==> src/design/mrd_buf_pkg.sv <==
package mrd_buf_pkg;

	// radix of the stage, one bank per digit value
	localparam int n_banks = 7;

	// row address inside a bank
	localparam int w_addr = 8;

	// sample width
	localparam int w_data = 16;

	// bank index, 0..6
	localparam int w_bank = 3;

	// accepted-sample counter, up to 7 * 256
	localparam int w_cnt = 11;

	// row count limits as held in the rows register
	localparam logic [w_addr:0] min_rows = 1;
	localparam logic [w_addr:0] max_rows = 1 << w_addr;

endpackage

==> src/design/mrd_bank_ram.sv <==
module mrd_bank_ram
	import mrd_buf_pkg::*;
(
	input  logic              clk,
	input  logic              we,
	input  logic [w_addr-1:0] wr_addr,
	input  logic [w_data-1:0] wr_data,
	input  logic [w_addr-1:0] rd_addr,
	output logic [w_data-1:0] rd_data
);

	logic [w_data-1:0] mem [2**w_addr];

	always_ff @(posedge clk) begin
		if (we)
			mem[wr_addr] <= wr_data;
	end

	// registered read, one cycle after the address
	always_ff @(posedge clk) begin
		rd_data <= mem[rd_addr];
	end

endmodule

==> config.mk <==
export PLATFORM = sky130hd
export DESIGN_NAME = mrd_bank_ram
export DESIGN_NICKNAME = d
export VERILOG_FILES = /design/src/design/mrd_buf_pkg.sv /design/src/design/mrd_bank_ram.sv
export SDC_FILE = /design/constraint.sdc
export NUM_CORES = 2
export LEC_CHECK = 0
export BUFFER_PORTS_ARGS = -buffer_cell sky130_fd_sc_hd__buf_4
export CAP_MARGIN = 20
export CORE_AREA = 2 2 817 493
export DETAILED_ROUTE_END_ITERATION = 7
export DIE_AREA = 0 0 819 495
export GPL_ROUTABILITY_DRIVEN = 1
export PLACE_DENSITY = 0.52
export SYNTH_ARGS = -nofsm -noshare
export SYNTH_HDL_FRONTEND = slang
export SYNTH_SLANG_ARGS = --single-unit
==> constraint.sdc <==
create_clock -name clk -period 5.81 [get_ports clk]
set_input_delay 0.2905 -clock clk [delete_from_list [all_inputs] [get_ports clk]]
set_output_delay 0.2905 -clock clk [all_outputs]
set_load 0.03 [all_outputs]
==> impl_metrics.tcl <==
set metrics [dict create \
    status "finished, final reports clean" \
    overflow 0 \
    cts_buffers 381 \
    rows 180 \
    hold_class "input port to register" \
    clk_pin_slew_ns 0.06 \
    holdPathStages 3 \
    drive_gt1_share_pct 26.6 \
    worst_slew_pin_slew_ns 1.49 \
    cts_sinks 4112 \
    vias 81000 \
    antenna_found_initial 45 \
    die_w_um 819 \
    wirelength_mm 473 \
    cts_tree "done" \
    grt_max_degree 200 \
    r2r_end "rd_data[13]" \
    routed_via_density 5.98 \
    drt-pass1-iter-count 6 \
    period_share_pct 65.1 \
    yosysWarningCount 0 \
    drtIter0Drc 12100 \
    timing.hold.ws_ns 0.0876 \
    cts_root_buffer "clkbuf_16" \
    clock_path_buffers 4 \
    cts_resized 0 \
    postSynthCellCount 7360 \
    fin_tns_setup_ns 0 \
    yosysSeqAreaShare_pct 77.7 \
    worstPathRequired_ns 6.61 \
    hold_start "wr_addr[1]" \
    slew_headroom_pct 0.782 \
    ff2ff_path_depth 6 \
    arrival_ns 4.58 \
    die_h_um 495 \
    grt_pass1_wl_mm 649 \
    core-area_um2 399000 \
    drc 0 \
    cp-end-kind "register" \
    dp_hpwl_mm 287 \
    fmax_mhz 265 \
    syn_nets 7394 \
    fin_crit_ns 3.78 \
    crit_fanout 69 \
    final-hold-violation-count 0 \
    hold_end "mem[151][1]" \
    power_density_nw_per_um2 339 \
    grt.total_usage_pct 22.9 \
    finalNetCount 7894 \
    rsz0062_at_grt "no" \
    wl_per_cell_um 34.9 \
    initial_utilization_pct 39.8 \
    grt_pass1_vias 77500 \
    io_pins 50 \
    criticalPathCategory "input port to register" \
    reg2reg_slack_ns 2.34 \
    slew_viol_final 0 \
    clock_latency_ns 0.95 \
    ys_seq_elements 4112 \
    worst_setup_path_start_kind "input port" \
    nFillCells 33200 \
    die-area_um2 405000 \
    final_antenna_net_count 0 \
    syn_area_um2 159000 \
    worst_ir_drop_vdd_v 0.000275 \
    routabilityCongestion 0.861 \
    synth_cell_types 52 \
    htreeDepth 5 \
    portBuffers 49 \
    drv_cap 0 \
    avgSynthCellArea_um2 21.6 \
    finalClockSkew_ns 0.0559 \
    setup_viol 0 \
    area_growth_pct 14.2 \
    reg2reg_from "mem[139][13]" \
    p_leak_nw 56.9 \
]
Yosys cell counts, drive strengths merged:
cell type	instances	area, um2
a2111oi	6	52.6
a211oi	18	135
a21o	2	15.0
a21oi	175	876
a221oi	28	245
a22o	32	280
a22oi	43	323
a31oi	6	37.5
and2	2	12.5
and3	11	68.8
and4	2	17.5
buf	222	1810
clkbuf	230	863
dfxtp	16	320
edfxtp	4096	123000
inv	4	15.0
mux2	88	991
mux2i	565	5660
mux4	797	17900
nand2	38	143
nand2b	3	18.8
nand3	35	175
nand3b	1	7.51
nand4	26	163
nand4b	3	26.3
nor2	304	1140
nor2b	9	56.3
nor3	92	460
nor3b	1	7.51
nor4	18	119
nor4bb	2	20.0
o21ai	38	190
o221ai	253	2220
o22ai	148	926
o31ai	16	120
o32ai	21	191
or2	5	31.3
or3	2	12.5
or3b	1	8.76
or4b	1	10.0
placed cells by master, fill, tap and decap left out, types with 10 or more instances in the layout:
cell type      count
nor3_1            68
nor2_2           133
a211oi_1          18
buf_8             47
mux2_2            88
buf_6             10
mux2i_1          565
a22o_1            32
and3_1            11
clkinv_4          14
clkinvlp_4        18
buf_12            53
clkbuf_1          63
nor2_1           166
o32ai_1           20
nand3_1           26
o21ai_0           28
diode_2           13
clkinv_1          84
dfxtp_1           16
o221ai_1         252
o31ai_1           13
a21oi_1          175
buf_4            436
nand4_1           26
nor3_2            24
o22ai_1          148
mux4_2           797
clkbuf_16        388
o21ai_1           10
clkinv_2          67
nor4_1            15
edfxtp_1        4096
a221oi_1          27
bufinv_16         39
a22oi_1           43
nand2_1           37
dlygate4sd3_1     16
final cells by class:
| cell class | instances | area, um2 | share of cell area (%) |
|---|---|---|---|
| inverters | 4 | 27.5 | 0.0152 |
| clock inverters | 236 | 2270 | 1.25 |
| flip-flops and latches | 4112 | 123000 | 68.1 |
| clock buffers | 455 | 10000 | 5.52 |
| multi-input cells | 2792 | 33300 | 18.4 |
| well taps | 5369 | 6720 | 3.71 |
| repair buffers | 569 | 5470 | 3.02 |
| diodes | 13 | 32.5 | 0.0180 |
layer usage:
metal	share of wire [%]	wire, um	global-route usage [%]
met5	0.0085	40	0
met4	2.3	10700	5.11
met3	11	50100	5.50
met2	41	196000	31.4
met1	46	216000	36.8
critical path, stage by stage:
cell and delay, ns:
buf_4 0.29, inv_8 0.68, buf_4 0.44, mux2_2 0.39, a221oi_1 1.04, o31ai_1 0.54, o32ai_1 0.48, nor4_1 0.16
how the worst max path moves through the flow:
stage	slack [ns]	cells after the start	startpoint	to
2_1_floorplan	3.35	6	wr_addr[3]	mem[235][0]
3_3_place_gp	0.37	9	rd_addr[0]	rd_data[11]
3_5_place_dp	1.22	11	rd_addr[0]	rd_data[7]
4_1_cts	2.22	11	rd_addr[0]	rd_data[7]
5_1_grt	1.93	9	rd_addr[0]	rd_data[1]
6_report	2.03	8	rd_addr[3]	rd_data[13]
through the flow:
step	total power [mW]	utilization [%]	cell area, um2	setup slack (ns)	cells
2_1_floorplan	35.0	-	159000	3.35	7360
3_3_place_gp	36.7	42.1	168000	0.369	12800
3_5_place_dp	36.8	42.2	168000	1.22	12800
4_1_cts	61.8	45.3	181000	2.22	13500
5_1_grt	63.1	45.4	181000	1.93	13500
6_report	61.4	45.4	181000	2.03	13600
where the power goes:
part / leakage (nW) / internal [mW] / total (mW) / switching (mW)
logic: 13.9 / 1.08 / 3.37 / 2.29
registers: 36.9 / 32.7 / 32.8 / 0.0702
clock network: 5.98 / 14.0 / 25.3 / 11.2
sequential cells by signal, indices dropped and copies added, names as in the netlist:
name and count:
mem 4096, rd_data 16
cell families after synthesis:
group | Yosys count | synth area share [%]
and+or+nand+nor | 556 | 1.57
muxes | 1450 | 15.5
DFF | 4112 | 77.7
buffers and inverters | 456 | 1.69
AOI/OAI and AO/OA | 786 | 3.54
what timing repair did:
action / CTS / global route
setup buffers: 0 / 0
hold endpoints to repair: 1105 / 0
hold buffers: 16 / 0
endpoints found under the setup margin: 0 / 0
Note: power is estimated with default switching activity, not from simulation.
