--- config.mk ---
export PLATFORM = sky130hd
export DESIGN_NAME = mrd_wb_regs
export DESIGN_NICKNAME = d
export VERILOG_FILES = /design/src/design/mrd_buf_pkg.sv /design/src/design/mrd_reg_pkg.sv /design/src/design/mrd_wb_regs.sv
export SDC_FILE = /design/constraint.sdc
export NUM_CORES = 1
export LEC_CHECK = 0
export BUFFER_PORTS_ARGS = -buffer_cell sky130_fd_sc_hd__buf_2
export CAP_MARGIN = 20
export CORE_ASPECT_RATIO = 0.75
export CORE_MARGIN = 2
export CORE_UTILIZATION = 45
export CTS_CLUSTER_DIAMETER = 30
export DETAILED_ROUTE_END_ITERATION = 7
export PLACE_DENSITY = 0.83
export REMOVE_ABC_BUFFERS = 1
export SYNTH_ARGS = -nofsm -noshare
export SYNTH_HDL_FRONTEND = slang
export SYNTH_SLANG_ARGS = --single-unit
--- constraint.sdc ---
create_clock -name clk -period 3.42 [get_ports clk]
set_input_delay 0.342 -clock clk [delete_from_list [all_inputs] [get_ports clk]]
set_output_delay 0.342 -clock clk [all_outputs]
set_load 0.02 [all_outputs]
--- src/design/mrd_buf_pkg.sv ---
package mrd_buf_pkg;

	// radix of the stage, one bank per digit value
	localparam int n_banks = 7;

	// row address inside a bank
	localparam int w_addr = 8;

	// sample width
	localparam int w_data = 16;

	// bank index, 0..6
	localparam int w_bank = 3;

	// accepted-sample counter, up to 7 * 256
	localparam int w_cnt = 11;

	// row count limits as held in the rows register
	localparam logic [w_addr:0] min_rows = 1;
	localparam logic [w_addr:0] max_rows = 1 << w_addr;

endpackage

--- src/design/mrd_reg_pkg.sv ---
package mrd_reg_pkg;

	localparam int w_wb_data = 32;

	// frame sequencing states, also reported in reg_status
	typedef enum logic [1:0] {
		st_idle   = 2'd0,
		st_sink   = 2'd1,
		st_drain  = 2'd2,
		st_source = 2'd3
	} ctrl_state_t;

	// word addresses on the wishbone side
	typedef enum logic [1:0] {
		reg_ctrl   = 2'd0,
		reg_rows   = 2'd1,
		reg_status = 2'd2
	} reg_addr_t;

	localparam int ctrl_en_bit      = 0;  // reg_ctrl
	localparam int status_state_lsb = 0;  // reg_status[1:0]
	localparam int status_frame_lsb = 8;  // reg_status[23:8]
	localparam int w_frame_cnt      = 16;

endpackage

--- src/design/mrd_wb_regs.sv ---
module mrd_wb_regs
	import mrd_buf_pkg::*;
	import mrd_reg_pkg::*;
(
	input  logic                   clk,
	input  logic                   rst_n,
	input  logic                   wb_cyc,
	input  logic                   wb_stb,
	input  logic                   wb_we,
	input  reg_addr_t              wb_adr,
	input  logic [w_wb_data-1:0]   wb_dat_w,
	input  ctrl_state_t            state,
	input  logic [w_frame_cnt-1:0] frame_cnt,
	output logic [w_wb_data-1:0]   wb_dat_r,
	output logic                   wb_ack,
	output logic                   enable,
	output logic [w_addr:0]        rows
);

	logic                 req;
	logic [w_addr:0]      rows_wr;
	logic [w_wb_data-1:0] status;
	logic [w_wb_data-1:0] rd_word;

	assign req = wb_cyc && wb_stb && !wb_ack;

	always_comb begin
		if (wb_dat_w == '0)
			rows_wr = min_rows;  // 0 rows means 1
		else if (wb_dat_w > w_wb_data'(max_rows))
			rows_wr = max_rows;
		else
			rows_wr = wb_dat_w[w_addr:0];
	end

	always_comb begin
		status = '0;
		status[status_state_lsb +: 2]          = state;
		status[status_frame_lsb +: w_frame_cnt] = frame_cnt;
	end

	always_comb begin
		case (wb_adr)
		reg_ctrl:   rd_word = w_wb_data'(enable);
		reg_rows:   rd_word = w_wb_data'(rows);
		reg_status: rd_word = status;
		default:    rd_word = '0;
		endcase
	end

	always_ff @(posedge clk) begin
		if (!rst_n) begin
			wb_ack <= 1'b0;
			enable <= 1'b0;
			rows   <= min_rows;
		end else begin
			wb_ack <= req;
			if (req && wb_we && wb_adr == reg_ctrl)
				enable <= wb_dat_w[ctrl_en_bit];
			if (req && wb_we && wb_adr == reg_rows)
				rows <= rows_wr;
		end
	end

	always_ff @(posedge clk) begin
		if (req)
			wb_dat_r <= rd_word;  // valid with ack
	end

	assert property (@(posedge clk) disable iff (!rst_n) wb_ack |=> !wb_ack);

endmodule

==> impl_metrics.toml <==
[die]
io_pins = 100
start_util = 0.470
row_count = 18
die_w_um = 71.7
core_area_um2 = 3290
die_y_um = 54.8
die-area_um2 = 3920

[detailed_routing]
wl_per_cell_um = 12.7
firstDrtPassIters = 4
drc_errors = 0
vias = 1228
antenna_left = 0
drt-total-wl_mm = 3.23
drt_iter0_markers = 52
avgViaCountPerCell = 4.82

[finish]
final-seq-area_um2 = 941
finalInstanceArea_um2 = 2020
drive_above_1_share = 0.512
area_growth_syn_to_layout_pct = 31.0
fin_nets = 271
utilization = 0.616
layout.cells.non_filler = 255
antennaDiodeCount = 0
multi_input_area_um2 = 494
n_fill_cell = 283

[clock_network]
postCtsSetupRepairBufs = 0
path_clk_slew_ns = 0.07
cts_root_buffer = "clkbuf_8"
clock_path_buffers = 2
ctsHoldBuffers = 0
cts_resized = 0
worst_skew_pair.late_latency_ns = 0.28
h-tree-depth = 2
cts_tree = "done"
cts.sinks = 35
cts_buffers = 5

[logic_synthesis]
synthFlopType = "edfxtp_1"
synthesis.instances = 124
yosys.area.top_type = "edfxtp_1"
synth_most_common_cell = "edfxtp_1"
postSynthAreaPerCell_um2 = 12.5
ys_ff_latch = 35
syn_area_um2 = 1550
ys_types = 32
synth.yosys.seq_area_share = 0.609
synth_top_area_frac = 0.466
ys_warn_count = 0
synth_edf_count = 24
synth.area.top_cells = "edfxtp_1, dfxtp_1, and2_1"
yosys-top-cells-count = "edfxtp_1, and2_1, dfxtp_1"
ys_async_sr_fraction = 0

[timing]
hold_violations = 0
maxSlewViolCount = 0
rsz0062_at_grt = "false"
setup_violations = 0
tightest_slew_ns = 0.901
max_slew_margin = 0.398
clock_skew_ns = 0.00553
final.setup.tns_ns = 0
fin_crit_ns = 1.66
max_freq_mhz = 602
finalCritPeriodShare = 0.486

[worst_setup_path]
start_kind = "flop"
crit_type = "reg -> reg"
arrival_ns = 1.87
rr_worst_depth = 4
required_ns = 3.62
r2r_start = "wb_ack"
endpoint_kind = "flop"
crit_path_max_fanout = 27
rrSetupSlack_ns = 1.76
r2r_end = "rows[5]"

[grt]
grt_pass1_vias = 1018
grt_pass1_wl_mm = 4.73
antenna_found_initial = 0
grt_max_degree = 28
grt_use_total = 0.167
gr-total-overflow = 0

[hold_path]
min_to = "wb_dat_r[12]"
min_path_cells = 2
min_from = "frame_cnt[4]"
holdCritPathClass = "in -> reg"

[pwr]
pwr-share-clk = 0.325
leakagePower_nw = 0.893
powerDensity_nw_per_um2 = 416
p_seq_frac = 0.558
finalPower_w = 0.000843
netSwitchingFraction = 0.233
power.switching_w = 0.000197
p_comb_frac = 0.117
p_int_w = 0.000647
peakVddDrop_mv = 0.261

[placed_design]
dpl_cell_area_um2 = 1940
dp_cells = 247
portBuffers = 91
place.gp.congestion = 0.737

[run_status]
status = "finished clean"

[job]
drv_cap = 0
==> per-layer routing <==
| metal | global-route usage | share of wire |
|---|---|---|
| met1 | 0.208 | 0.45 |
| met2 | 0.269 | 0.45 |
| met3 | 0.0608 | 0.092 |
| met4 | 0.0660 | 0.0077 |
| met5 | 0 | 0 |
==> flip-flops by register name, summed over array words and instances (netlist names) <==
register,flops
enable,1
rows,9
wb_ack,1
wb_dat_r,24
==> worst max-delay path, cell delays in order (launching register included) <==
cell	delay [ns]
dfxtp_1	0.30
and3b_2	0.62
and3_4	0.41
nand3_1	0.12
o22ai_1	0.13
==> how the worst max path moves through the flow <==
stage              end  startpoint  slack, ns
3_5_place_dp   rows[5]      wb_stb       1.66
4_1_cts        rows[5]      wb_ack       1.73
3_3_place_gp   rows[0]      wb_stb       1.74
2_1_floorplan  rows[0]      wb_ack       1.88
6_report       rows[5]      wb_ack       1.76
5_1_grt        rows[5]      wb_ack       1.61
==> area by class of cell <==
type                    count  share of cell area
flip-flops and latches     35               0.465
multi-input cells          80               0.244
repair buffers             91               0.225
clock buffers               6              0.0358
well taps                  40              0.0247
clock inverters             2             0.00371
inverters                   1             0.00185
==> cells by family after synthesis <==
logic type             after synthesis  synth area share
and+or+nand+nor                     56             0.219
AOI/OAI and AO/OA                   14            0.0680
buffers and inverters               16            0.0883
muxes                                2            0.0130
other                                1           0.00243
DFF                                 35             0.609
==> power groups by stage <==
stage / Sequential, W / Clock [W] / Combinational, W
floorplan: 0.000499 / 0 / 0.0000270
finish: 0.000471 / 0.000274 / 0.0000989
detailed placement: 0.000480 / 0 / 0.0000994
global route: 0.000472 / 0.000305 / 0.000108
global placement: 0.000480 / 0 / 0.0000987
CTS: 0.000471 / 0.000285 / 0.0000997
==> placed cells by master, fill, tap and decap left out, drive strengths merged, types with 2 or more instances in the layout <==
master and n:
buf 91, edfxtp 24, and2 22, dfxtp 11, nand2 9, conb 8, nor4 7, nand3 7
o22ai 7, clkbuf 6, o21ai 3, nor2b 3, mux2i 2, a22o 2, nor2 2, clkinv 2
and3 2
==> metrics by stage <==
step	setup WS (ns)	hold WS, ns
2_1_floorplan	1.88	0.408
3_3_place_gp	1.74	0.475
3_5_place_dp	1.66	0.477
4_1_cts	1.73	0.322
5_1_grt	1.61	0.328
6_report	1.76	0.335
Note: power is estimated with default switching activity, not from simulation.
