`src/design/mrd_reg_pkg.sv`:
```
package mrd_reg_pkg;

	localparam int w_wb_data = 32;

	// frame sequencing states, also reported in reg_status
	typedef enum logic [1:0] {
		st_idle   = 2'd0,
		st_sink   = 2'd1,
		st_drain  = 2'd2,
		st_source = 2'd3
	} ctrl_state_t;

	// word addresses on the wishbone side
	typedef enum logic [1:0] {
		reg_ctrl   = 2'd0,
		reg_rows   = 2'd1,
		reg_status = 2'd2
	} reg_addr_t;

	localparam int ctrl_en_bit      = 0;  // reg_ctrl
	localparam int status_state_lsb = 0;  // reg_status[1:0]
	localparam int status_frame_lsb = 8;  // reg_status[23:8]
	localparam int w_frame_cnt      = 16;

endpackage

```
`src/design/mrd_ctrl_fsm.sv`:
```
module mrd_ctrl_fsm
	import mrd_reg_pkg::*;
(
	input  logic                   clk,
	input  logic                   rst_n,
	input  logic                   enable,
	input  logic                   sink_done,
	input  logic                   source_done,
	output ctrl_state_t            state,
	output logic                   sink_en,
	output logic                   source_start,
	output logic [w_frame_cnt-1:0] frame_cnt
);

	ctrl_state_t state_nxt;

	always_comb begin
		state_nxt = state;
		case (state)
		st_idle:
			if (enable)
				state_nxt = st_sink;
		st_sink:
			if (sink_done)
				state_nxt = st_drain;
		st_drain:
			state_nxt = st_source;  // lets the last write land
		st_source:
			if (source_done)
				state_nxt = enable ? st_sink : st_idle;
		default:
			state_nxt = st_idle;
		endcase
	end

	always_ff @(posedge clk) begin
		if (!rst_n) begin
			state     <= st_idle;
			frame_cnt <= '0;
		end else begin
			state <= state_nxt;
			if (state == st_source && source_done)
				frame_cnt <= frame_cnt + 1'b1;
		end
	end

	assign sink_en      = (state == st_sink);
	assign source_start = (state == st_drain);

	assert property (@(posedge clk) disable iff (!rst_n)
		source_start |-> (state == st_drain) ##1 (state == st_source));

	// sink only finishes while it is the active stage
	assert property (@(posedge clk) disable iff (!rst_n)
		sink_done |-> state == st_sink);

endmodule

```
`config.mk`:
```
export PLATFORM = sky130hd
export DESIGN_NAME = mrd_ctrl_fsm
export DESIGN_NICKNAME = d
export VERILOG_FILES = /design/src/design/mrd_reg_pkg.sv /design/src/design/mrd_ctrl_fsm.sv
export SDC_FILE = /design/constraint.sdc
export NUM_CORES = 1
export LEC_CHECK = 0
export BUFFER_PORTS_ARGS = -buffer_cell sky130_fd_sc_hd__buf_2
export CORE_ASPECT_RATIO = 1.5
export CORE_MARGIN = 2
export CORE_UTILIZATION = 45
export CTS_CLUSTER_SIZE = 20
export DETAILED_ROUTE_END_ITERATION = 8
export PLACE_DENSITY_LB_ADDON = 0.3
export SYNTH_ARGS = -nofsm -noshare
export SYNTH_HDL_FRONTEND = slang
export SYNTH_SLANG_ARGS = --single-unit
```
`constraint.sdc`:
```
create_clock -name clk -period 1.7 [get_ports clk]
set_input_delay 0.17 -clock clk [delete_from_list [all_inputs] [get_ports clk]]
set_output_delay 0.17 -clock clk [all_outputs]
set_load 0.03 [all_outputs]
```
==> flow_metrics.py <==
metrics = {
    "clock_tree": {
        "path_clk_slew_ns": 0.11,
        "cts_buffers": 3,
        "cts.sinks": 18,
        "clockBufferDepth": 2,
        "clk_latency_ns": 0.30,
        "tritoncts": "built",
        "cts_root_buf": "clkbuf_4",
        "cts_hold_buf": 0,
        "cts_max_level": 1,
    },
    "power_and_ir_drop": {
        "p_leak_uw": 0.000492,
        "powerDensity_nw_per_um2": 946,
        "irDropWorstVdd_mv": 0.686,
    },
    "floorplan": {
        "row_count": 19,
        "start_util_pct": 48.1,
        "core_um2": 1830,
        "io_pins": 25,
        "die_area_um2": 2330,
        "die_w_um": 40.1,
        "die_y_um": 58.1,
    },
    "placement": {
        "numPortBuffers": 24,
        "place_ws_ns": -0.0508,
        "dp_hpwl_um": 1530,
        "place_congestion": 0.710,
    },
    "synthesis": {
        "synth_cell_type_count": 32,
        "yosys-top-cells-area": "dfxtp_1 (41%), ha_1 (7.1%), xor2_1 (7.0%), nor2_1 (5.5%), xnor2_1 (4.0%)",
        "synth_edf_count": 0,
        "yosysSeqAreaShare_pct": 41.0,
        "synth.area.mux_share_pct": 1.14,
        "syn_area_um2": 880,
        "synth-adder-area-share_pct": 7.11,
        "synth_nets": 108,
        "yosys-top-cells-count": "dfxtp_1 (18), nor2_1 (13), nand2_1 (8), xor2_1 (7)",
        "synth_compound_area_share_pct": 9.53,
        "synthSimpleGateAreaFrac_pct": 26.7,
        "yosysMostFrequentCell": "dfxtp_1",
        "yosysWarnings": 0,
        "ys_ff_latch": 18,
        "synth_cells": 98,
        "synth_top_family_by_area": "simple AND/OR/NAND/NOR gates",
        "synth-xor-area-share_pct": 11.0,
        "async_flop_share_pct": 0,
        "yosysTopAreaCell": "dfxtp_1",
        "syn_area_per_cell_um2": 8.98,
        "yosys.area.top_type_share_pct": 41.0,
        "synth_ff_type": "dfxtp_1",
    },
    "final_layout": {
        "drive_above_1_share_pct": 35.6,
        "fin_nets": 143,
        "area_delta_synth_final_pct": 28.4,
        "antenna_cells": 0,
    },
    "route": {
        "avgViaCountPerCell": 5.46,
        "drc_errors": 0,
        "wl_per_cell_um": 12.8,
        "first_pass_iters": 4,
        "vias": 835,
        "antenna_left": 0,
        "routed_wl_um": 1950,
        "drt_iter0_drc": 19,
    },
    "sta": {
        "finClkSkew_ns": 0.00921,
        "tightest_slew_ns": 0.336,
        "fmax_mhz": 621,
        "hold_violations": 0,
        "min_period_ns": 1.61,
        "rsz0062_at_grt": "no",
        "fin_ws_ns": 0.0903,
        "setup-tns-final_ns": 0,
        "setup_viol": 0,
        "slew_violations": 0,
        "min_period_over_period_pct": 94.7,
        "max_slew_margin_pct": 77.6,
    },
    "worst_setup_path": {
        "path_class": "reg2reg",
        "start_kind": "flip-flop",
        "worst_ep_arrival_time_ns": 1.84,
        "worstPathRequired_ns": 1.93,
        "cp_max_fo": 6,
        "cp-end-kind": "flip-flop",
    },
    "global_routing": {
        "gr-total-overflow": 0,
        "grt_use_total_pct": 19.5,
        "grt_pass1_wl_um": 3140,
        "antenna_found_initial": 0,
        "grt_pass1_vias": 771,
        "grt_max_degree": 13,
    },
    "min_path": {
        "hp-class": "in2reg",
    },
    "run_status": {
        "status": "finished clean",
    },
    "flow_run": {
        "maxCapViolations": 0,
    },
}
-- power by group --
part / internal [µW] / switching, µW / total [µW]
Clock: 85.4 / 135 / 220
Combinational: 122 / 234 / 356
Sequential: 461 / 32.3 / 493
Total: 668 / 401 / 1070
-- cells by family (layout without fill, tap and decap cells) --
logic type | count (synthesis) | after routing
simple gates | 42 | 42
buf+inv | 8 | 42
xor+xnor | 11 | 11
mux | 1 | 1
flops | 18 | 18
compound gates | 13 | 13
fa+ha+maj | 5 | 5
-- worst paths after layout --
kind / endpoint / from / cells past startpoint / slack, ns
worst max-delay path: frame_cnt[15] / state[1] / 5 / 0.09
worst min-delay path: frame_cnt[1] / source_done / 3 / 0.17
worst max register to register: frame_cnt[15] / state[1] / 5 / 0.09
worst min register to register: frame_cnt[1] / frame_cnt[1] / 2 / 0.48
-- worst max-delay path, stage by stage, from the launching register on --
cell and delay, ns:
dfxtp_4 0.39, ha_2 0.23, and4_1 0.22, nand2_1 0.09
or4_1 0.47, a21oi_1 0.14
-- routing by layer --
layer	up-vias	global-route usage [%]	part of all wire, %
li1	414	-	-
met1	398	20.0	38
met2	19	35.3	57
met3	4	2.30	3.3
met4	0	10.3	2.0
met5	-	0	0
-- stage by stage --
stage               total power (µW)  utilization (%)  std cells  cell area, µm²  hold slack [ns]
floorplan                        744                -         98             893            0.323
global placement                 810             59.6        149            1090            0.463
detailed placement               837             59.6        149            1090            0.469
CTS                             1070             61.4        153            1120            0.165
global route                    1130             61.7        153            1130            0.172
finish                          1070             61.7        153            1130            0.170
-- cell type report --
| class | count | area, µm² |
|---|---|---|
| Sequential cell | 18 | 372 |
| Multi-Input combinational cell | 72 | 503 |
| Clock buffer | 3 | 22.5 |
| Fill cell | 165 | 701 |
| Clock inverter | 1 | 3.75 |
| Inverter | 6 | 22.5 |
| Timing Repair Buffer | 32 | 180 |
| Tap cell | 21 | 26.3 |
-- placed cells by master, fill, tap and decap left out --
cell type | netlist | layout
dfxtp_1 | 18 | 13
dfxtp_2 | 0 | 3
buf_2 | 1 | 24
o31ai_1 | 1 | 1
mux2i_1 | 1 | 1
and4_1 | 2 | 2
nand4_4 | 1 | 1
and3_2 | 1 | 1
a211oi_1 | 1 | 1
o21bai_1 | 1 | 1
dfxtp_4 | 0 | 2
ha_1 | 5 | 4
nand2b_1 | 1 | 1
nand2_1 | 8 | 8
a21oi_1 | 5 | 5
nor3_1 | 2 | 2
o21ai_0 | 2 | 2
nor4_1 | 1 | 1
clkbuf_4 | 0 | 3
xnor2_1 | 4 | 4
clkinv_1 | 1 | 2
inv_1 | 5 | 5
and4_4 | 1 | 1
nor2_1 | 13 | 13
ha_2 | 0 | 1
a2111oi_2 | 0 | 1
nand4_1 | 4 | 4
xor2_1 | 7 | 7
or4_1 | 1 | 1
buf_4 | 0 | 8
nand3_1 | 4 | 4
o41ai_1 | 1 | 1
o221ai_2 | 0 | 1
or3_2 | 1 | 1
or4b_1 | 1 | 1
or3_1 | 1 | 1
-- flip-flops by register name, summed over array words and instances, names as in the netlist --
register / flops
frame_cnt: 16
state: 2
-- timing repair --
item	in CTS	in global routing
endpoints found under the hold margin	0	0
endpoints found under the setup margin	1	1
gates resized for setup	2	1
gates cloned	0	0
pin swaps	0	1
setup buffers	0	0
Note: power is estimated with default switching activity, not from simulation.
