## config.mk

```make
export PLATFORM = sky130hd
export DESIGN_NAME = mrd_fsm_sink
export DESIGN_NICKNAME = d
export VERILOG_FILES = /design/src/design/mrd_buf_pkg.sv /design/src/design/mrd_fsm_sink.sv
export SDC_FILE = /design/constraint.sdc
export NUM_CORES = 1
export LEC_CHECK = 0
export BUFFER_PORTS_ARGS = -buffer_cell sky130_fd_sc_hd__buf_4
export CORE_ASPECT_RATIO = 1.1
export CORE_MARGIN = 2
export CORE_UTILIZATION = 30
export CTS_BUF_LIST = sky130_fd_sc_hd__clkbuf_4 sky130_fd_sc_hd__clkbuf_8 sky130_fd_sc_hd__clkbuf_16
export DETAILED_ROUTE_END_ITERATION = 12
export HOLD_SLACK_MARGIN = 0.08
export PLACE_DENSITY = 0.46
export SLEW_MARGIN = 20
export SYNTH_ARGS = -nofsm -noshare
export SYNTH_HDL_FRONTEND = slang
export SYNTH_SLANG_ARGS = --single-unit
```

## constraint.sdc

```tcl
create_clock -name clk -period 9.05 [get_ports clk]
set_input_delay 0.4525 -clock clk [delete_from_list [all_inputs] [get_ports clk]]
set_output_delay 0.4525 -clock clk [all_outputs]
set_load 0.1 [all_outputs]
```

## src/design/mrd_buf_pkg.sv

```systemverilog
package mrd_buf_pkg;

	// radix of the stage, one bank per digit value
	localparam int n_banks = 7;

	// row address inside a bank
	localparam int w_addr = 8;

	// sample width
	localparam int w_data = 16;

	// bank index, 0..6
	localparam int w_bank = 3;

	// accepted-sample counter, up to 7 * 256
	localparam int w_cnt = 11;

	// row count limits as held in the rows register
	localparam logic [w_addr:0] min_rows = 1;
	localparam logic [w_addr:0] max_rows = 1 << w_addr;

endpackage

```

## src/design/mrd_fsm_sink.sv

```systemverilog
module mrd_fsm_sink
	import mrd_buf_pkg::*;
(
	input  logic               clk,
	input  logic               rst_n,
	input  logic               sink_en,
	input  logic [w_addr:0]    rows,
	input  logic               in_valid,
	input  logic [w_data-1:0]  in_data,
	output logic               in_ready,
	output logic [w_addr-1:0]  wr_addr,
	output logic [w_data-1:0]  wr_data,
	output logic [n_banks-1:0] wr_en,
	output logic               sink_done
);

	logic [w_bank-1:0] bank_pre;  // bank of the next sample
	logic [w_addr-1:0] row_pre;
	logic [w_cnt-1:0]  cnt;
	logic [w_cnt-1:0]  n_total;
	logic              accept;
	logic              wr_last;  // strobe of the final write in flight

	assign n_total  = w_cnt'(rows) * w_cnt'(n_banks);
	assign in_ready = sink_en && (cnt < n_total);
	assign accept   = in_valid && in_ready;

	always_ff @(posedge clk) begin
		if (!rst_n || !sink_en) begin
			bank_pre <= '0;
			row_pre  <= '0;
			cnt      <= '0;
		end else if (accept) begin
			cnt <= cnt + 1'b1;
			if (bank_pre == w_bank'(n_banks - 1)) begin
				bank_pre <= '0;
				row_pre  <= row_pre + 1'b1;  // next row after bank 6
			end else begin
				bank_pre <= bank_pre + 1'b1;
			end
		end
	end

	// write port registered one cycle behind the accept
	always_ff @(posedge clk) begin
		if (!rst_n) begin
			wr_en     <= '0;
			wr_last   <= 1'b0;
			sink_done <= 1'b0;
		end else begin
			wr_en     <= accept ? ({{(n_banks-1){1'b0}}, 1'b1} << bank_pre) : '0;
			wr_last   <= accept && (cnt == n_total - 1'b1);
			sink_done <= wr_last;
		end
	end

	always_ff @(posedge clk) begin
		wr_addr <= row_pre;
		wr_data <= in_data;
	end

	assert property (@(posedge clk) disable iff (!rst_n) $onehot0(wr_en));

endmodule

```

==> results.py, run 1 <==
metrics = {
    "synthesis": {
        "synthesis.nets": 356,
        "synth_edf_count": 0,
        "synth_cell_types": 53,
        "seq_area_frac_synth_pct": 38.53,
        "syn_area_mm2": 0.002858,
        "postSynth.topFlopCell": "dfxtp_1",
        "ys_top_cells_by_area": "dfxtp_1 39%, ha_1 9.2%, fa_1 6.3%",
        "yosysTopAreaCell": "dfxtp_1",
        "synth_cells": 297,
        "synth_area_per_cell_um2": 9.622,
        "ys_ff_latch": 55,
        "netlist.area_leader.share_pct": 38.53,
        "ys_async_sr_fraction_pct": 0,
        "ys_warn_count": 0,
    },
    "pwr": {
        "clkPwrFrac_pct": 24.7,
        "power_frac_comb_pct": 33.0,
        "ir_worst_vdd_v": 0.00007940,
        "switchingPower_mw": 0.2121,
        "p_sw_share_pct": 36.04,
        "p_leak_nw": 1.433,
        "power_density_mw_per_mm2": 166.6,
        "seqPwrFrac_pct": 42.3,
        "p_int_mw": 0.3765,
    },
    "critical_path": {
        "cp-start-kind": "primary input",
        "worst_ep_required_time_ps": 8600,
        "critical_path_class": "primary input to output pin",
        "arrival_ps": 4460,
        "endpoint_kind": "output pin",
        "r2r-end": "cnt[9]",
        "crit_fanout": 9,
        "r2r_start": "cnt[1]",
        "reg2reg_slack_ps": 5890,
        "reg2reg_depth": 11,
    },
    "timing": {
        "tightest_slew_ps": 809.6,
        "timing.final.crit_period_ps": 4912,
        "setup_viol": 0,
        "slew_headroom_pct": 45.79,
        "skew_ps": 5.823,
        "rsz0062_at_grt": "false",
        "max_freq_mhz": 203.6,
        "final_hold_viol_count": 0,
        "drv_slew": 0,
        "post-route-period-util_pct": 54.27,
        "setup_tns_ps": 0,
    },
    "cts": {
        "cts_resized": 0,
        "h-tree-depth": 2,
        "clkSinkCount": 55,
        "cts_hold_buf": 0,
        "cts_tree": "yes",
        "cts.path.max_buffers": 2,
        "clock_latency_ps": 310,
        "post_cts_buffers": 0,
        "clk_pin_slew_worst_paths_ps": 110,
        "cts_buffers": 5,
        "cts_root_buffer": "clkbuf_8",
    },
    "final_layout": {
        "nFillCells": 956,
        "final_util_pct": 37.96,
        "layout-drive-gt1-share_pct": 22.56,
        "diodes": 0,
        "area_delta_synth_final_pct": 23.60,
        "nets": 417,
    },
    "floorplanning": {
        "die_height_um": 106.4,
        "io_pins": 62,
        "fp.coreArea_mm2": 0.009305,
        "rows": 37,
        "start_util_pct": 30.71,
        "dieArea_mm2": 0.01032,
        "die_x_um": 97.06,
    },
    "place": {
        "io_buffers": 61,
        "finalWeightedCongestion": 0.7947,
        "hpwl_mm": 4.840,
    },
    "drt": {
        "ant_nets": 0,
        "vias": 2331,
        "drtPass1Iterations": 5,
        "routed_wirelength_mm": 6.152,
        "wl_per_cell_um": 12.92,
        "post-route-drc-count": 0,
        "drt_iter0_drc": 38,
        "vias_per_cell": 4.897,
    },
    "outcome": {
        "status": "completed",
    },
    "worst_hold_path": {
        "worstHoldStart": "in_data[5]",
        "min_to": "wr_data[5]",
        "hold_path.class": "primary input to register",
        "whs_path_depth": 1,
    },
    "global_route": {
        "grt_remaining_overflow": 0,
        "grt_max_degree": 22,
        "antenna_found_initial": 0,
        "grt_pass1_wl_mm": 10.58,
        "grt_pass1_vias": 2153,
        "grtUsageTotal_pct": 12.32,
    },
    "flow_run": {
        "drv_cap": 0,
    },
}
-- sequential cells by signal, summed over array words and instances, names as in the netlist --
register,count
wr_last,1
wr_data,16
row_pre,8
cnt,11
wr_addr,8
sink_done,1
bank_pre,3
wr_en,7
-- worst max path at each step --
stage / slack (ps) / startpoint / end / cells past startpoint
after floorplan: 4480 / rows[0] / in_ready / 16
after global placement: 4150 / rows[0] / in_ready / 18
after detailed placement: 4080 / rows[0] / cnt[9] / 19
after CTS: 4110 / rows[0] / in_ready / 18
after global routing: 3840 / rows[0] / in_ready / 18
final: 4140 / rows[0] / in_ready / 18
-- layout make-up --
cell class	instances	area, um^2	area share, %
clock inverters	3	28.78	0.8147
inverters	17	63.81	1.807
clock buffers	5	68.82	1.948
flip-flops and latches	55	1101	31.17
multi-input cells	217	1658	46.94
well taps	117	146.4	4.145
repair buffers	62	465.4	13.18
-- per-stage QoR --
stage | hold WS [ps] | cells | total power [mW] | area [um^2] | setup WS [ps]
after detailed placement | 347.5 | 468 | 0.4516 | 3435 | 4081
after CTS | 218.4 | 476 | 0.6003 | 3532 | 4114
after floorplan | 339.0 | 297 | 0.4056 | 2858 | 4480
after global placement | 347.3 | 468 | 0.4507 | 3435 | 4149
after global routing | 207.1 | 476 | 0.6308 | 3532 | 3842
final | 234.0 | 476 | 0.5886 | 3532 | 4138
-- per-layer routing --
layer	vias to the layer above	part of all wire [%]	GRT usage, %
li1	1199	-	-
met1	1066	47	16.00
met2	58	47	20.54
met3	8	4.4	2.498
met4	0	1.6	4.024
met5	-	0	0
-- synthesized netlist by cell type (2+ instances only) --
library cell  count
dfxtp_1          55
a21oi_1          22
ha_1             21
inv_1            17
o21ai_0          15
nand3_1          12
or3_1            12
nand2_1          11
nor2_1           10
nor3_1           10
fa_1              9
xnor2_1           8
xor2_1            8
o31ai_1           6
or4_1             6
buf_2             4
clkbuf_1          4
nand4_1           4
nor2b_1           4
nor4_1            4
o211ai_1          4
o21a_1            4
or2_2             4
and3_1            3
nand2b_1          3
o21ai_1           3
o21bai_1          3
a211oi_1          2
a31oi_1           2
and2_1            2
and4_1            2
nor3b_1           2
-- power groups by stage --
| stage | logic (mW) | clock network [mW] | registers [mW] |
|---|---|---|---|
| 2_1_floorplan | 0.120 | 0 | 0.285 |
| 3_3_place_gp | 0.196 | 0 | 0.255 |
| 3_5_place_dp | 0.197 | 0 | 0.255 |
| 4_1_cts | 0.197 | 0.154 | 0.249 |
| 5_1_grt | 0.218 | 0.163 | 0.250 |
| 6_report | 0.194 | 0.145 | 0.249 |
-- kinds of logic (layout without fill, tap and decap cells) --
logic type,Yosys count,after routing,share of synthesized area [%]
AOI/OAI and AO/OA,74,74,17.25
adders and majority gates,30,30,15.50
xor gates and xnor gates,17,17,5.692
DFF,55,55,38.53
and+or+nand+nor,95,95,19.22
muxes,1,1,0.3503
buffers and inverters,25,87,3.459
-- placed cells by master (no fill, tap or decap), types with 9 or more instances in the layout --
| cell | netlist | routed |
|---|---|---|
| nand3_1 | 12 | 12 |
| or3_1 | 12 | 12 |
| ha_1 | 21 | 21 |
| buf_4 | 0 | 62 |
| nand2_1 | 11 | 11 |
| o21ai_0 | 15 | 15 |
| nor3_1 | 10 | 10 |
| a21oi_1 | 22 | 22 |
| dfxtp_1 | 55 | 55 |
| inv_1 | 17 | 17 |
| nor2_1 | 10 | 10 |
| fa_1 | 9 | 9 |
-- worst max-delay path: stages --
cell       delay (ps)
buf_4             140
fa_1              530
ha_1              180
inv_1              60
fa_1              400
nor2b_1           210
o21a_1            140
nor3_1             50
or2_2             300
ha_1              280
o21ai_0            70
a31oi_1           230
nor3_1             90
a2111oi_2         450
a2111oi_4          90
nor2_1            420
inv_1             120
buf_4             260
No activity file was read; power rests on OpenSTA's default activity.
==> run 2: changes to the inputs <==
clock period = 5.2 ns   (was 9.05 ns; I/O delays follow)
==> run 2 against run 1 <==
Die area did not move. Flip-flop and latch count did not move. Sequential share of layout area fell by 1.3 points. Critical path depth did not move. Final cell count rose by 3.4%. Design area rose by 4.5%. Via count rose by 2.4%. Non-clock buffer count rose by 16. Wire length rose by 2.0%. Largest power group unchanged.
==> results.py, run 2 (same netlist as run 1, synthesis figures left out) <==
metrics = {
    "drt": {
        "vias": 2388,
        "vias_per_cell": 4.854,
        "routed_wirelength_mm": 6.278,
        "wl_per_cell_um": 12.76,
        "drt_iter0_drc": 60,
        "drtPass1Iterations": 4,
        "post-route-drc-count": 0,
        "ant_nets": 0,
    },
    "final_layout": {
        "final_common_cell": "buf_4",
        "nFillCells": 939,
        "final_util_pct": 39.67,
        "layout-drive-gt1-share_pct": 21.60,
        "area_delta_synth_final_pct": 29.16,
        "largest_reg_flops": 16,
        "largestRegisters": "wr_data (16), cnt (11)",
        "diodes": 0,
        "stdcell_area_mm2": 0.003691,
        "nets": 433,
        "top_register": "wr_data",
        "layout_common_cells": "62 x buf_4, 55 x dfxtp_1, 22 x a21oi_1, 21 x ha_1, 17 x inv_1",
    },
    "pwr": {
        "ir_worst_vdd_v": 0.0001022,
        "power_mw": 1.033,
        "power_density_mw_per_mm2": 279.8,
        "p_leak_nw": 1.496,
    },
    "global_route": {
        "grt_max_degree": 30,
        "grtUsageTotal_pct": 12.30,
        "grt_pass1_wl_mm": 10.61,
        "antenna_found_initial": 0,
        "grt_remaining_overflow": 0,
        "grt_pass1_vias": 2223,
    },
    "cts": {
        "cts_tree": "yes",
        "h-tree-depth": 2,
        "cts_root_buffer": "clkbuf_8",
        "cts_buffers": 5,
        "clk_pin_slew_worst_paths_ps": 90,
        "cts_resized": 0,
        "clock_latency_ps": 320,
        "clkSinkCount": 55,
        "cts.path.max_buffers": 2,
    },
    "floorplanning": {
        "start_util_pct": 30.71,
        "rows": 37,
        "io_pins": 62,
        "die_x_um": 97.06,
        "fp.coreArea_mm2": 0.009305,
        "die_height_um": 106.4,
        "dieArea_mm2": 0.01032,
    },
    "critical_path": {
        "path_depth": 18,
        "crit_end": "in_ready",
        "critPathSlowestCell": "fa_1",
        "path_delay_family": "adder cells",
        "r2r_start": "cnt[1]",
        "critical_path_class": "primary input to output pin",
        "cp_slowest_stage_delay_ps": 530,
        "crit_start": "rows[0]",
        "arrival_ps": 4250,
        "worst_ep_required_time_ps": 4940,
        "cp_num_buf_inv": 4,
        "reg2reg_depth": 10,
        "endpoint_kind": "output pin",
        "cp-start-kind": "primary input",
        "path_cells": "buf_4 -> fa_1 -> ha_1 -> inv_1 -> fa_1 -> nor2b_1 -> o21a_1 -> nor3_1 -> or2_2 -> ha_1 -> o21ai_0 -> a31oi_1 -> nor3_1 -> a2111oi_2 -> a2111oi_4 -> nor2_1 -> inv_1 -> buf_4",
        "crit_fanout": 9,
        "r2r-end": "row_pre[5]",
        "reg2reg_slack_ps": 2240,
    },
    "timing": {
        "finalWorstSetupSlack_ps": 689.7,
        "timing.final.crit_period_ps": 4510,
        "drv_slew": 0,
        "rsz0062_at_grt": "false",
        "setup_viol": 0,
        "final_hold_viol_count": 0,
        "tightest_slew_ps": 737.1,
        "post-route-period-util_pct": 86.74,
        "max_freq_mhz": 221.7,
        "skew_ps": 18.99,
        "slew_headroom_pct": 50.74,
        "setup_tns_ps": 0,
    },
    "place": {
        "io_buffers": 61,
        "place_area_mm2": 0.003435,
        "hpwl_mm": 4.725,
        "pre_cts_slack_ps": 614.8,
        "finalWeightedCongestion": 0.7635,
    },
    "outcome": {
        "status": "completed",
    },
    "worst_hold_path": {
        "hold_path.class": "primary input to register",
    },
    "flow_run": {
        "drv_cap": 0,
    },
}
## run 2: cell types whose count changed in the layout (fill, tap and decap cells not counted), sizes merged
cell,change
dlygate4sd3,+16
clkinvlp,+1
clkinv,-1
## run 2: how the worst min path moves through the flow
stage / from / depth (start not counted) / endpoint / slack (ps)
2_1_floorplan: in_data[0] / 0 / wr_data[0] / 290
3_3_place_gp: row_pre[7] / 0 / wr_addr[7] / 350
3_5_place_dp: row_pre[7] / 0 / wr_addr[7] / 360
4_1_cts: rst_n / 2 / sink_done / 210
5_1_grt: rst_n / 2 / sink_done / 220
6_report: rst_n / 2 / sink_done / 210
## run 2: report_power, final
part	switching, mW	internal, mW	leakage (nW)	total, mW
Clock	0.151	0.0992	0.0463	0.250
Combinational	0.216	0.133	1.00	0.349
Sequential	0.00383	0.430	0.449	0.434
Total	0.371	0.662	1.50	1.03
## run 2: stage by stage
stage,instances,hold slack [ps]
2_1_floorplan,297,287.7
3_3_place_gp,468,353.8
4_1_cts,492,209.5
5_1_grt,492,223.1
3_5_place_dp,468,356.5
6_report,492,214.5
## run 2: routing by layer
metal	GRT usage, %	vias to the layer above	part of all wire (%)	wire length (um)
met5	0	-	0	0
met4	4.024	0	1.3	81
met3	1.841	8	4.2	265
met2	21.23	47	48	3031
met1	15.77	1085	46	2901
li1	-	1248	-	-
## run 2: final cells by class
cell class                      count  area (um^2)  area share [%]
Clock buffer                        5        68.82           1.864
Sequential cell                    55         1101           29.83
Inverter                           17        63.81           1.729
Timing Repair Buffer               78        625.6           16.95
Clock inverter                      3        27.53          0.7458
Tap cell                          117        146.4           3.966
Multi-Input combinational cell    217         1658           44.92
## run 2: repair_timing
action | CTS | global route
hold endpoints to repair | 16 | 0
hold buffers | 16 | 0
setup buffers | 0 | 0
