==> src/design/mrd_buf_pkg.sv <==
package mrd_buf_pkg;

	// radix of the stage, one bank per digit value
	localparam int n_banks = 7;

	// row address inside a bank
	localparam int w_addr = 8;

	// sample width
	localparam int w_data = 16;

	// bank index, 0..6
	localparam int w_bank = 3;

	// accepted-sample counter, up to 7 * 256
	localparam int w_cnt = 11;

	// row count limits as held in the rows register
	localparam logic [w_addr:0] min_rows = 1;
	localparam logic [w_addr:0] max_rows = 1 << w_addr;

endpackage

==> src/design/mrd_fsm_source.sv <==
module mrd_fsm_source
	import mrd_buf_pkg::*;
(
	input  logic                           clk,
	input  logic                           rst_n,
	input  logic                           source_start,
	input  logic [w_addr:0]                rows,
	input  logic [n_banks-1:0][w_data-1:0] rd_data_all,
	input  logic                           out_ready,
	output logic [w_addr-1:0]              rd_addr,
	output logic                           out_valid,
	output logic [w_data-1:0]              out_data,
	output logic                           out_last,
	output logic                           source_done
);

	logic              active;
	logic [w_bank-1:0] rd_bank;
	logic              row_end, issue_last, issue, pop;
	logic [2:0]        held;  // buffered plus in flight after this pop
	logic              pipe_valid, pipe_last;
	logic [w_bank-1:0] pipe_bank;
	logic [w_data-1:0] buf_data [2];
	logic              buf_last [2];
	logic              wr_ptr, rd_ptr;
	logic [1:0]        count;

	assign row_end    = ({1'b0, rd_addr} == rows - 1'b1);
	assign issue_last = row_end && (rd_bank == w_bank'(n_banks - 1));
	assign pop        = out_valid && out_ready;
	assign held       = 3'(count) + 3'(pipe_valid) - 3'(pop);
	assign issue      = (active || source_start) && (held < 3'd2);

	// bank-major walk over the rows of each bank
	always_ff @(posedge clk) begin
		if (!rst_n) begin
			active  <= 1'b0;
			rd_addr <= '0;
			rd_bank <= '0;
		end else if (issue && issue_last) begin
			active  <= 1'b0;
			rd_addr <= '0;
			rd_bank <= '0;
		end else begin
			if (source_start)
				active <= 1'b1;
			if (issue && row_end) begin
				rd_addr <= '0;
				rd_bank <= rd_bank + 1'b1;
			end else if (issue) begin
				rd_addr <= rd_addr + 1'b1;
			end
		end
	end

	always_ff @(posedge clk) begin
		if (!rst_n)
			pipe_valid <= 1'b0;
		else
			pipe_valid <= issue;
	end

	always_ff @(posedge clk) begin
		pipe_bank <= rd_bank;  // travels with the read
		pipe_last <= issue_last;
	end

	always_ff @(posedge clk) begin
		if (!rst_n) begin
			wr_ptr <= 1'b0;
			rd_ptr <= 1'b0;
			count  <= '0;
		end else begin
			wr_ptr <= wr_ptr ^ pipe_valid;
			rd_ptr <= rd_ptr ^ pop;
			count  <= count + 2'(pipe_valid) - 2'(pop);
		end
	end

	always_ff @(posedge clk) begin
		if (pipe_valid) begin
			buf_data[wr_ptr] <= rd_data_all[pipe_bank];
			buf_last[wr_ptr] <= pipe_last;
		end
	end

	assign out_valid   = (count != 2'd0);
	assign out_data    = buf_data[rd_ptr];
	assign out_last    = out_valid && buf_last[rd_ptr];
	assign source_done = pop && out_last;

	assert property (@(posedge clk) disable iff (!rst_n)
		out_valid && !out_ready |=> out_valid && $stable(out_data));

endmodule

==> config.mk <==
export PLATFORM = sky130hd
export DESIGN_NAME = mrd_fsm_source
export DESIGN_NICKNAME = d
export VERILOG_FILES = /design/src/design/mrd_buf_pkg.sv /design/src/design/mrd_fsm_source.sv
export SDC_FILE = /design/constraint.sdc
export NUM_CORES = 1
export LEC_CHECK = 0
export ABC_AREA = 0
export BUFFER_PORTS_ARGS = -buffer_cell sky130_fd_sc_hd__buf_4
export CAP_MARGIN = 20
export CORE_ASPECT_RATIO = 0.75
export CORE_MARGIN = 5
export CORE_UTILIZATION = 50
export CTS_CLUSTER_DIAMETER = 200
export DETAILED_ROUTE_END_ITERATION = 7
export PLACE_DENSITY_LB_ADDON = 0.25
export SETUP_SLACK_MARGIN = 0.5
export SLEW_MARGIN = 20
export SYNTH_ARGS = -nofsm -noshare
export SYNTH_HDL_FRONTEND = slang
export SYNTH_SLANG_ARGS = --single-unit
export TNS_END_PERCENT = 50
==> constraint.sdc <==
create_clock -name clk -period 6.1 [get_ports clk]
set_clock_uncertainty 0.15 [all_clocks]
set_input_delay 1.22 -clock clk [delete_from_list [all_inputs] [get_ports clk]]
set_output_delay 1.22 -clock clk [all_outputs]
set_load 0.005 [all_outputs]
==> results of run 1 <==
layout make-up:
class                      instances  area (sq um)
timing repair buffer             151          1130
clock inverter                     3          20.0
tap                               84           105
sequential                        56          1460
fill                             502          2090
clock buffer                       5          68.8
inverter                          10          37.5
multi-input combinational        216          1780
power by group through the flow:
stage	combinational, uW	sequential, uW	clock [uW]
global route	408	511	222
detailed placement	373	514	0
floorplan	207	492	0
CTS	375	505	205
finish	369	504	199
global placement	362	510	0
flip-flops by register name, summed over array words and instances, names as in the netlist, named ones only:
register / flops
pipe_last: 1
rd_addr: 8
buf_last: 2
pipe_valid: 1
wr_ptr: 1
rd_bank: 3
buf_data: 32
count: 2
pipe_bank: 3
rd_ptr: 1
active: 1
cells by family after synthesis:
group	Yosys count
AND/OR/NAND/NOR	90
flip-flops	56
multiplexers	53
AO/OA/AOI/OAI	47
buffers and inverters	32
XOR/XNOR	17
adder cells (fa/ha/maj)	9
placed cells by master (no fill, tap or decap), drive strengths merged, types with 5 or more instances in the layout:
| cell | synthesis | routed |
|---|---|---|
| and2 | 6 | 6 |
| dfxtp | 22 | 22 |
| ha | 8 | 8 |
| nand2 | 10 | 10 |
| nand3 | 6 | 6 |
| nor2 | 40 | 40 |
| inv | 10 | 12 |
| mux4 | 16 | 16 |
| nor3b | 7 | 7 |
| buf | 9 | 151 |
| clkbuf | 13 | 5 |
| edfxtp | 34 | 34 |
| mux2 | 16 | 16 |
| a21oi | 33 | 33 |
| nor3 | 10 | 10 |
| xnor2 | 6 | 6 |
| mux2i | 21 | 21 |
| xor2 | 11 | 11 |
routing by layer:
layer / routed length, um / part of all wire / global-route usage
met1: 3870 / 0.41 / 0.266
met2: 4720 / 0.51 / 0.401
met3: 591 / 0.063 / 0.0429
met4: 161 / 0.017 / 0.0562
met5: 0 / 0 / 0
per-stage QoR:
stage | std cells | worst slack, ns | hold WS (ns) | total power [uW] | cell area, sq um
floorplan | 304 | 2.67 | 0.218 | 699 | 3380
global placement | 517 | 1.88 | 0.230 | 872 | 4520
detailed placement | 517 | 1.75 | 0.227 | 887 | 4520
CTS | 525 | 2.10 | 0.246 | 1080 | 4610
global route | 525 | 1.85 | 0.258 | 1140 | 4610
finish | 525 | 2.08 | 0.252 | 1070 | 4610
critical path, stage by stage:
cell and delay, ns:
buf_4 0.11, and2_1 0.16, ha_1 0.27, inv_1 0.04, ha_1 0.18, fa_1 0.37
xnor2_1 0.15, nor3_1 0.84, and4_1 0.34, nand3_1 0.11, xor2_1 0.17, nor3_1 0.15
path summary, 6_finish.rpt:
check | to | slack, ns | cells past startpoint
worst max-delay path | rd_addr[7]$_SDFFE_PP0P_ | 2.08 | 12
worst min register to register | pipe_bank[0]$_DFF_P_ | 0.25 | 0
worst max register to register | rd_addr[7]$_SDFFE_PP0P_ | 2.54 | 13
worst min-delay path | pipe_bank[0]$_DFF_P_ | 0.25 | 0
==> results_dict.tcl, run 1 <==
set metrics [dict create \
    switchingPower_uw 314 \
    report.final.setup_viol 0 \
    crit_start "out_ready" \
    endpoint_kind "flop" \
    gr-usage-all-layers 0.218 \
    initial_utilization 0.505 \
    synth_top_flop_cell "edfxtp_1" \
    critical_path.reg2reg.startpoint "count[1]$_SDFF_PN0_" \
    synth_top_family_by_area "multiplexers" \
    num_io_pins 152 \
    slew-limit-headroom 0.297 \
    yosys.cell_types.count 47 \
    drt-vias-per-instance 5.49 \
    htreeDepth 2 \
    dieHeight_um 81.2 \
    syn2layout_area_growth_pct 36.2 \
    clkTransAtPathRegs_ns 0.10 \
    worstPathMaxFanout 11 \
    clock-root-buffer "clkbuf_8" \
    worstPathArrival_ns 4.10 \
    synth_simple_gate_area_share 0.139 \
    design.die.area_sq_um 8530 \
    synth_seq_cells 56 \
    cts_tree "yes" \
    worst_slew_pin_slew_ns 1.05 \
    netlist_top_cells_count "40 x nor2_1, 34 x edfxtp_1, 33 x a21oi_1, 22 x dfxtp_1, 21 x mux2i_1" \
    dpl.hpwl_mm 7.76 \
    seq_power_share 0.470 \
    numClockSinks 56 \
    drv_cap 0 \
    detail_route.wirelength_mm 9.34 \
    wl_per_cell_um 17.8 \
    asyncSetResetFlopFracSynth 0 \
    power.leakage_uw 0.00189 \
    die_w_um 105 \
    route.detailed.drc 0 \
    clk_path_buf_depth 2 \
    hp-start "rd_bank[0]$_SDFFE_PP0P_" \
    grt_setup_unrepaired "false" \
    synth.avg_cell_area_sq_um 11.1 \
    yosysTopAreaCell "edfxtp_1" \
    firstDrtPassIters 4 \
    netlist_instances 304 \
    setup-tns-final_ns 0 \
    floorplan.rows 26 \
    critical_path.startpoint_type "input pin" \
    synth_top_cells_by_area "edfxtp_1 30%, dfxtp_1 13%, mux4_2 11%" \
    critical_path_required_ns 6.18 \
    grt_start_max_net_pins 34 \
    setup.worst_path.class "input pin to flop" \
    insertion_delay_ns 0.31 \
    antenna_found_initial 0 \
    power.density_nw_per_um2 232 \
    synth_edf_count 34 \
    final_cycle_utilization_of_the_critical_path 0.658 \
    cts_buffers 5 \
    diodes 0 \
    clock_power_share 0.185 \
    comb_power_share 0.344 \
    portBuffers 151 \
    final_net_count 574 \
    run_status "completed" \
    worst_hold_path_type "flop to flop" \
    yosys.area_share.xor_xnor 0.0440 \
    post-cts-setup-buffers 0 \
    layout_cell_share_with_drive_strength_beyond_1 0.454 \
    final_core_util 0.688 \
    yosysMostFrequentCell "nor2_1" \
    initialDrtViolationCount 96 \
    syn_area_sq_um 3380 \
    yosys.area.top_type_share 0.302 \
    yosys.area_share.adder 0.0355 \
    peakVddDrop_mv 0.116 \
    synth.yosys.seq_area_share 0.432 \
    post-route-min-period_ns 4.02 \
    final_hold_violations 0 \
    switching_share 0.293 \
    post_synthesis_net_count 438 \
    grt-ovfl-total 0 \
    finalMaxSlewViolations 0 \
    route.vias.total 2883 \
    core_sq_um 6700 \
    synth.mux.area_fraction 0.222 \
    yosysWarningCount 0 \
    first_global_vias 3040 \
    holdBufCountCts 0 \
    timing.fmax_mhz 249 \
    grt_first_pass_wirelength_mm 14.7 \
    synth_area_in_compound_gates 0.0854 \
    gp_routability_congestion 0.835 \
    internal_power_uw 757 \
    post_cts_resized 0 \
    final_antenna_net_count 0 \
]
No activity file was read; power rests on OpenSTA's default activity.
==> inputs of run 2 (changes only) <==
--- a/config.mk
+++ b/config.mk
@@ -10,7 +10,7 @@
 export CAP_MARGIN = 20
 export CORE_ASPECT_RATIO = 0.75
 export CORE_MARGIN = 5
-export CORE_UTILIZATION = 50
+export CORE_UTILIZATION = 48
 export CTS_CLUSTER_DIAMETER = 200
 export DETAILED_ROUTE_END_ITERATION = 7
 export PLACE_DENSITY_LB_ADDON = 0.25
==> constraint.sdc (replaced) <==
create_clock -name clk -period 4 [get_ports clk]
set_clock_uncertainty 0.15 [all_clocks]
set_input_delay 0.8 -clock clk [delete_from_list [all_inputs] [get_ports clk]]
set_output_delay 0.8 -clock clk [all_outputs]
set_load 0.005 [all_outputs]
==> results_dict.tcl, run 2 (synthesis gave the netlist of run 1 again) <==
set metrics [dict create \
    run_status "completed" \
    route.vias.total 2925 \
    final_core_util 0.683 \
    final_antenna_net_count 0 \
    wl_per_cell_um 18.5 \
    worst_path_max_delay_cell "and3_1" \
    crit_path_max_incr_delay_ns 0.42 \
    post-route-min-period_ns 3.03 \
    gp_routability_congestion 0.794 \
    insertion_delay_ns 0.30 \
    post_cts_resized 0 \
    fin_total_pwr_uw 1760 \
    syn2layout_area_growth_pct 37.9 \
    final_cycle_utilization_of_the_critical_path 0.758 \
    numClockSinks 56 \
    timing.fmax_mhz 330 \
    worst_slew_pin_slew_ns 1.05 \
    gr-usage-all-layers 0.220 \
    design.die.area_sq_um 8840 \
    floorplan.rows 26 \
    detailed_place.area_sq_um 4540 \
    final_net_count 576 \
    setup-tns-final_ns 0 \
    firstDrtPassIters 4 \
    drt-vias-per-instance 5.55 \
    clkTransAtPathRegs_ns 0.10 \
    post-cts-setup-buffers 0 \
    cp_cell_sequence "buf_4, and2_1, ha_1, inv_1, ha_1, fa_1, xnor2_1, nor3_1, buf_4, and3_1, mux2i_1" \
    grt_setup_unrepaired "false" \
    detail_route.wirelength_mm 9.75 \
    power.density_nw_per_um2 376 \
    initialDrtViolationCount 219 \
    clock-root-buffer "clkbuf_8" \
    core_sq_um 6830 \
    hp-start "rd_bank[0]$_SDFFE_PP0P_" \
    critical_path.reg2reg.startpoint "count[1]$_SDFF_PN0_" \
    peakVddDrop_mv 0.233 \
    dpl.hpwl_mm 7.94 \
    critical_path.startpoint_type "input pin" \
    largest_reg_flops 32 \
    worst_path_dominant_cell_family "adder cells" \
    worst_hold_path.endpoint "pipe_bank[0]$_DFF_P_" \
    drv_cap 0 \
    initial_utilization 0.495 \
    layout_cell_share_with_drive_strength_beyond_1 0.456 \
    report.final.setup_viol 0 \
    setup.worst_path.class "input pin to flop" \
    layout_commonest_cell "buf_4" \
    worstPathMaxFanout 11 \
    portBuffers 151 \
    final_hold_violations 0 \
    max_flop_register "buf_data" \
    grt-ovfl-total 0 \
    endpoint_kind "flop" \
    grt_start_max_net_pins 34 \
    route.detailed.drc 0 \
    largestRegisters "buf_data (32), rd_addr (8)" \
    power.leakage_uw 0.00192 \
    clk_path_buf_depth 2 \
    worst_hold_path_type "flop to flop" \
    timing.reg2reg.setup_slack_ns 1.01 \
    postLayoutCellArea_sq_um 4670 \
    finalMaxSlewViolations 0 \
    path_buf_inv 3 \
    cts_tree "yes" \
    htreeDepth 2 \
    regToRegEndpoint "rd_bank[0]$_SDFFE_PP0P_" \
    worst_hold_path.num_cells 0 \
    cts_buffers 5 \
    grt_first_pass_wirelength_mm 14.9 \
    slew-limit-headroom 0.299 \
    dieHeight_um 82.7 \
    antenna_found_initial 0 \
    crit_start "out_ready" \
    holdBufCountCts 0 \
    critical_path_required_ns 4.09 \
    worstPathArrival_ns 3.12 \
    final_cell_mix "153 x buf_4, 40 x nor2_1, 34 x edfxtp_1" \
    first_global_vias 3027 \
    die_w_um 107 \
    diodes 0 \
    timing.reg2reg.worst_path_depth 12 \
    num_io_pins 152 \
]
[run 2: area by class of cell]
type,count,area [sq um]
multi-input combinational,216,1780
inverter,10,37.5
clock buffer,7,97.6
timing repair buffer,153,1150
fill,539,2170
sequential,56,1460
clock inverter,1,30.0
tap,84,105
[run 2: power by group]
| part | leakage [uW] | switching (uW) | internal, uW |
|---|---|---|---|
| combinational | 0.00136 | 252 | 333 |
| sequential | 0.000490 | 58.2 | 710 |
| clock | 0.0000636 | 177 | 225 |
| total | 0.00192 | 487 | 1270 |
[run 2: layer usage]
metal  vias to the layer above  GRT usage  routed length, um
met5                         -          0                  0
met4                         0     0.0715                232
met3                        17     0.0435                579
met2                       115      0.389               4870
met1                      1400      0.274               4080
li1                       1393          -                  -
[run 2: worst max-delay path by stage]
stage	slack, ns	cells after the start	endpoint
3_3_place_gp	0.71	11	rd_bank[0]$_SDFFE_PP0P_
2_1_floorplan	0.99	11	rd_bank[2]$_SDFFE_PP0P_
4_1_cts	0.98	11	rd_bank[0]$_SDFFE_PP0P_
5_1_grt	0.77	12	rd_bank[0]$_SDFFE_PP0P_
3_5_place_dp	0.66	11	active$_SDFFE_PP0P_
6_report	0.97	11	rd_bank[0]$_SDFFE_PP0P_
[run 2: through the flow]
step	setup WS (ns)	cells	hold WS, ns
finish	0.967	527	0.244
global route	0.769	527	0.262
CTS	0.976	527	0.240
detailed placement	0.661	519	0.226
global placement	0.715	519	0.225
floorplan	0.992	304	0.218
[run 2: worst register-to-register path, cell delays in order (launching register included)]
cell and delay, ns:
dfxtp_1 0.33, inv_1 0.12, nand2_1 0.08, and2_1 0.19
ha_1 0.28, inv_1 0.04, ha_1 0.18, fa_1 0.37
xnor2_1 0.16, nor3_1 0.18, buf_4 0.20, and3_1 0.42
mux2i_1 0.23
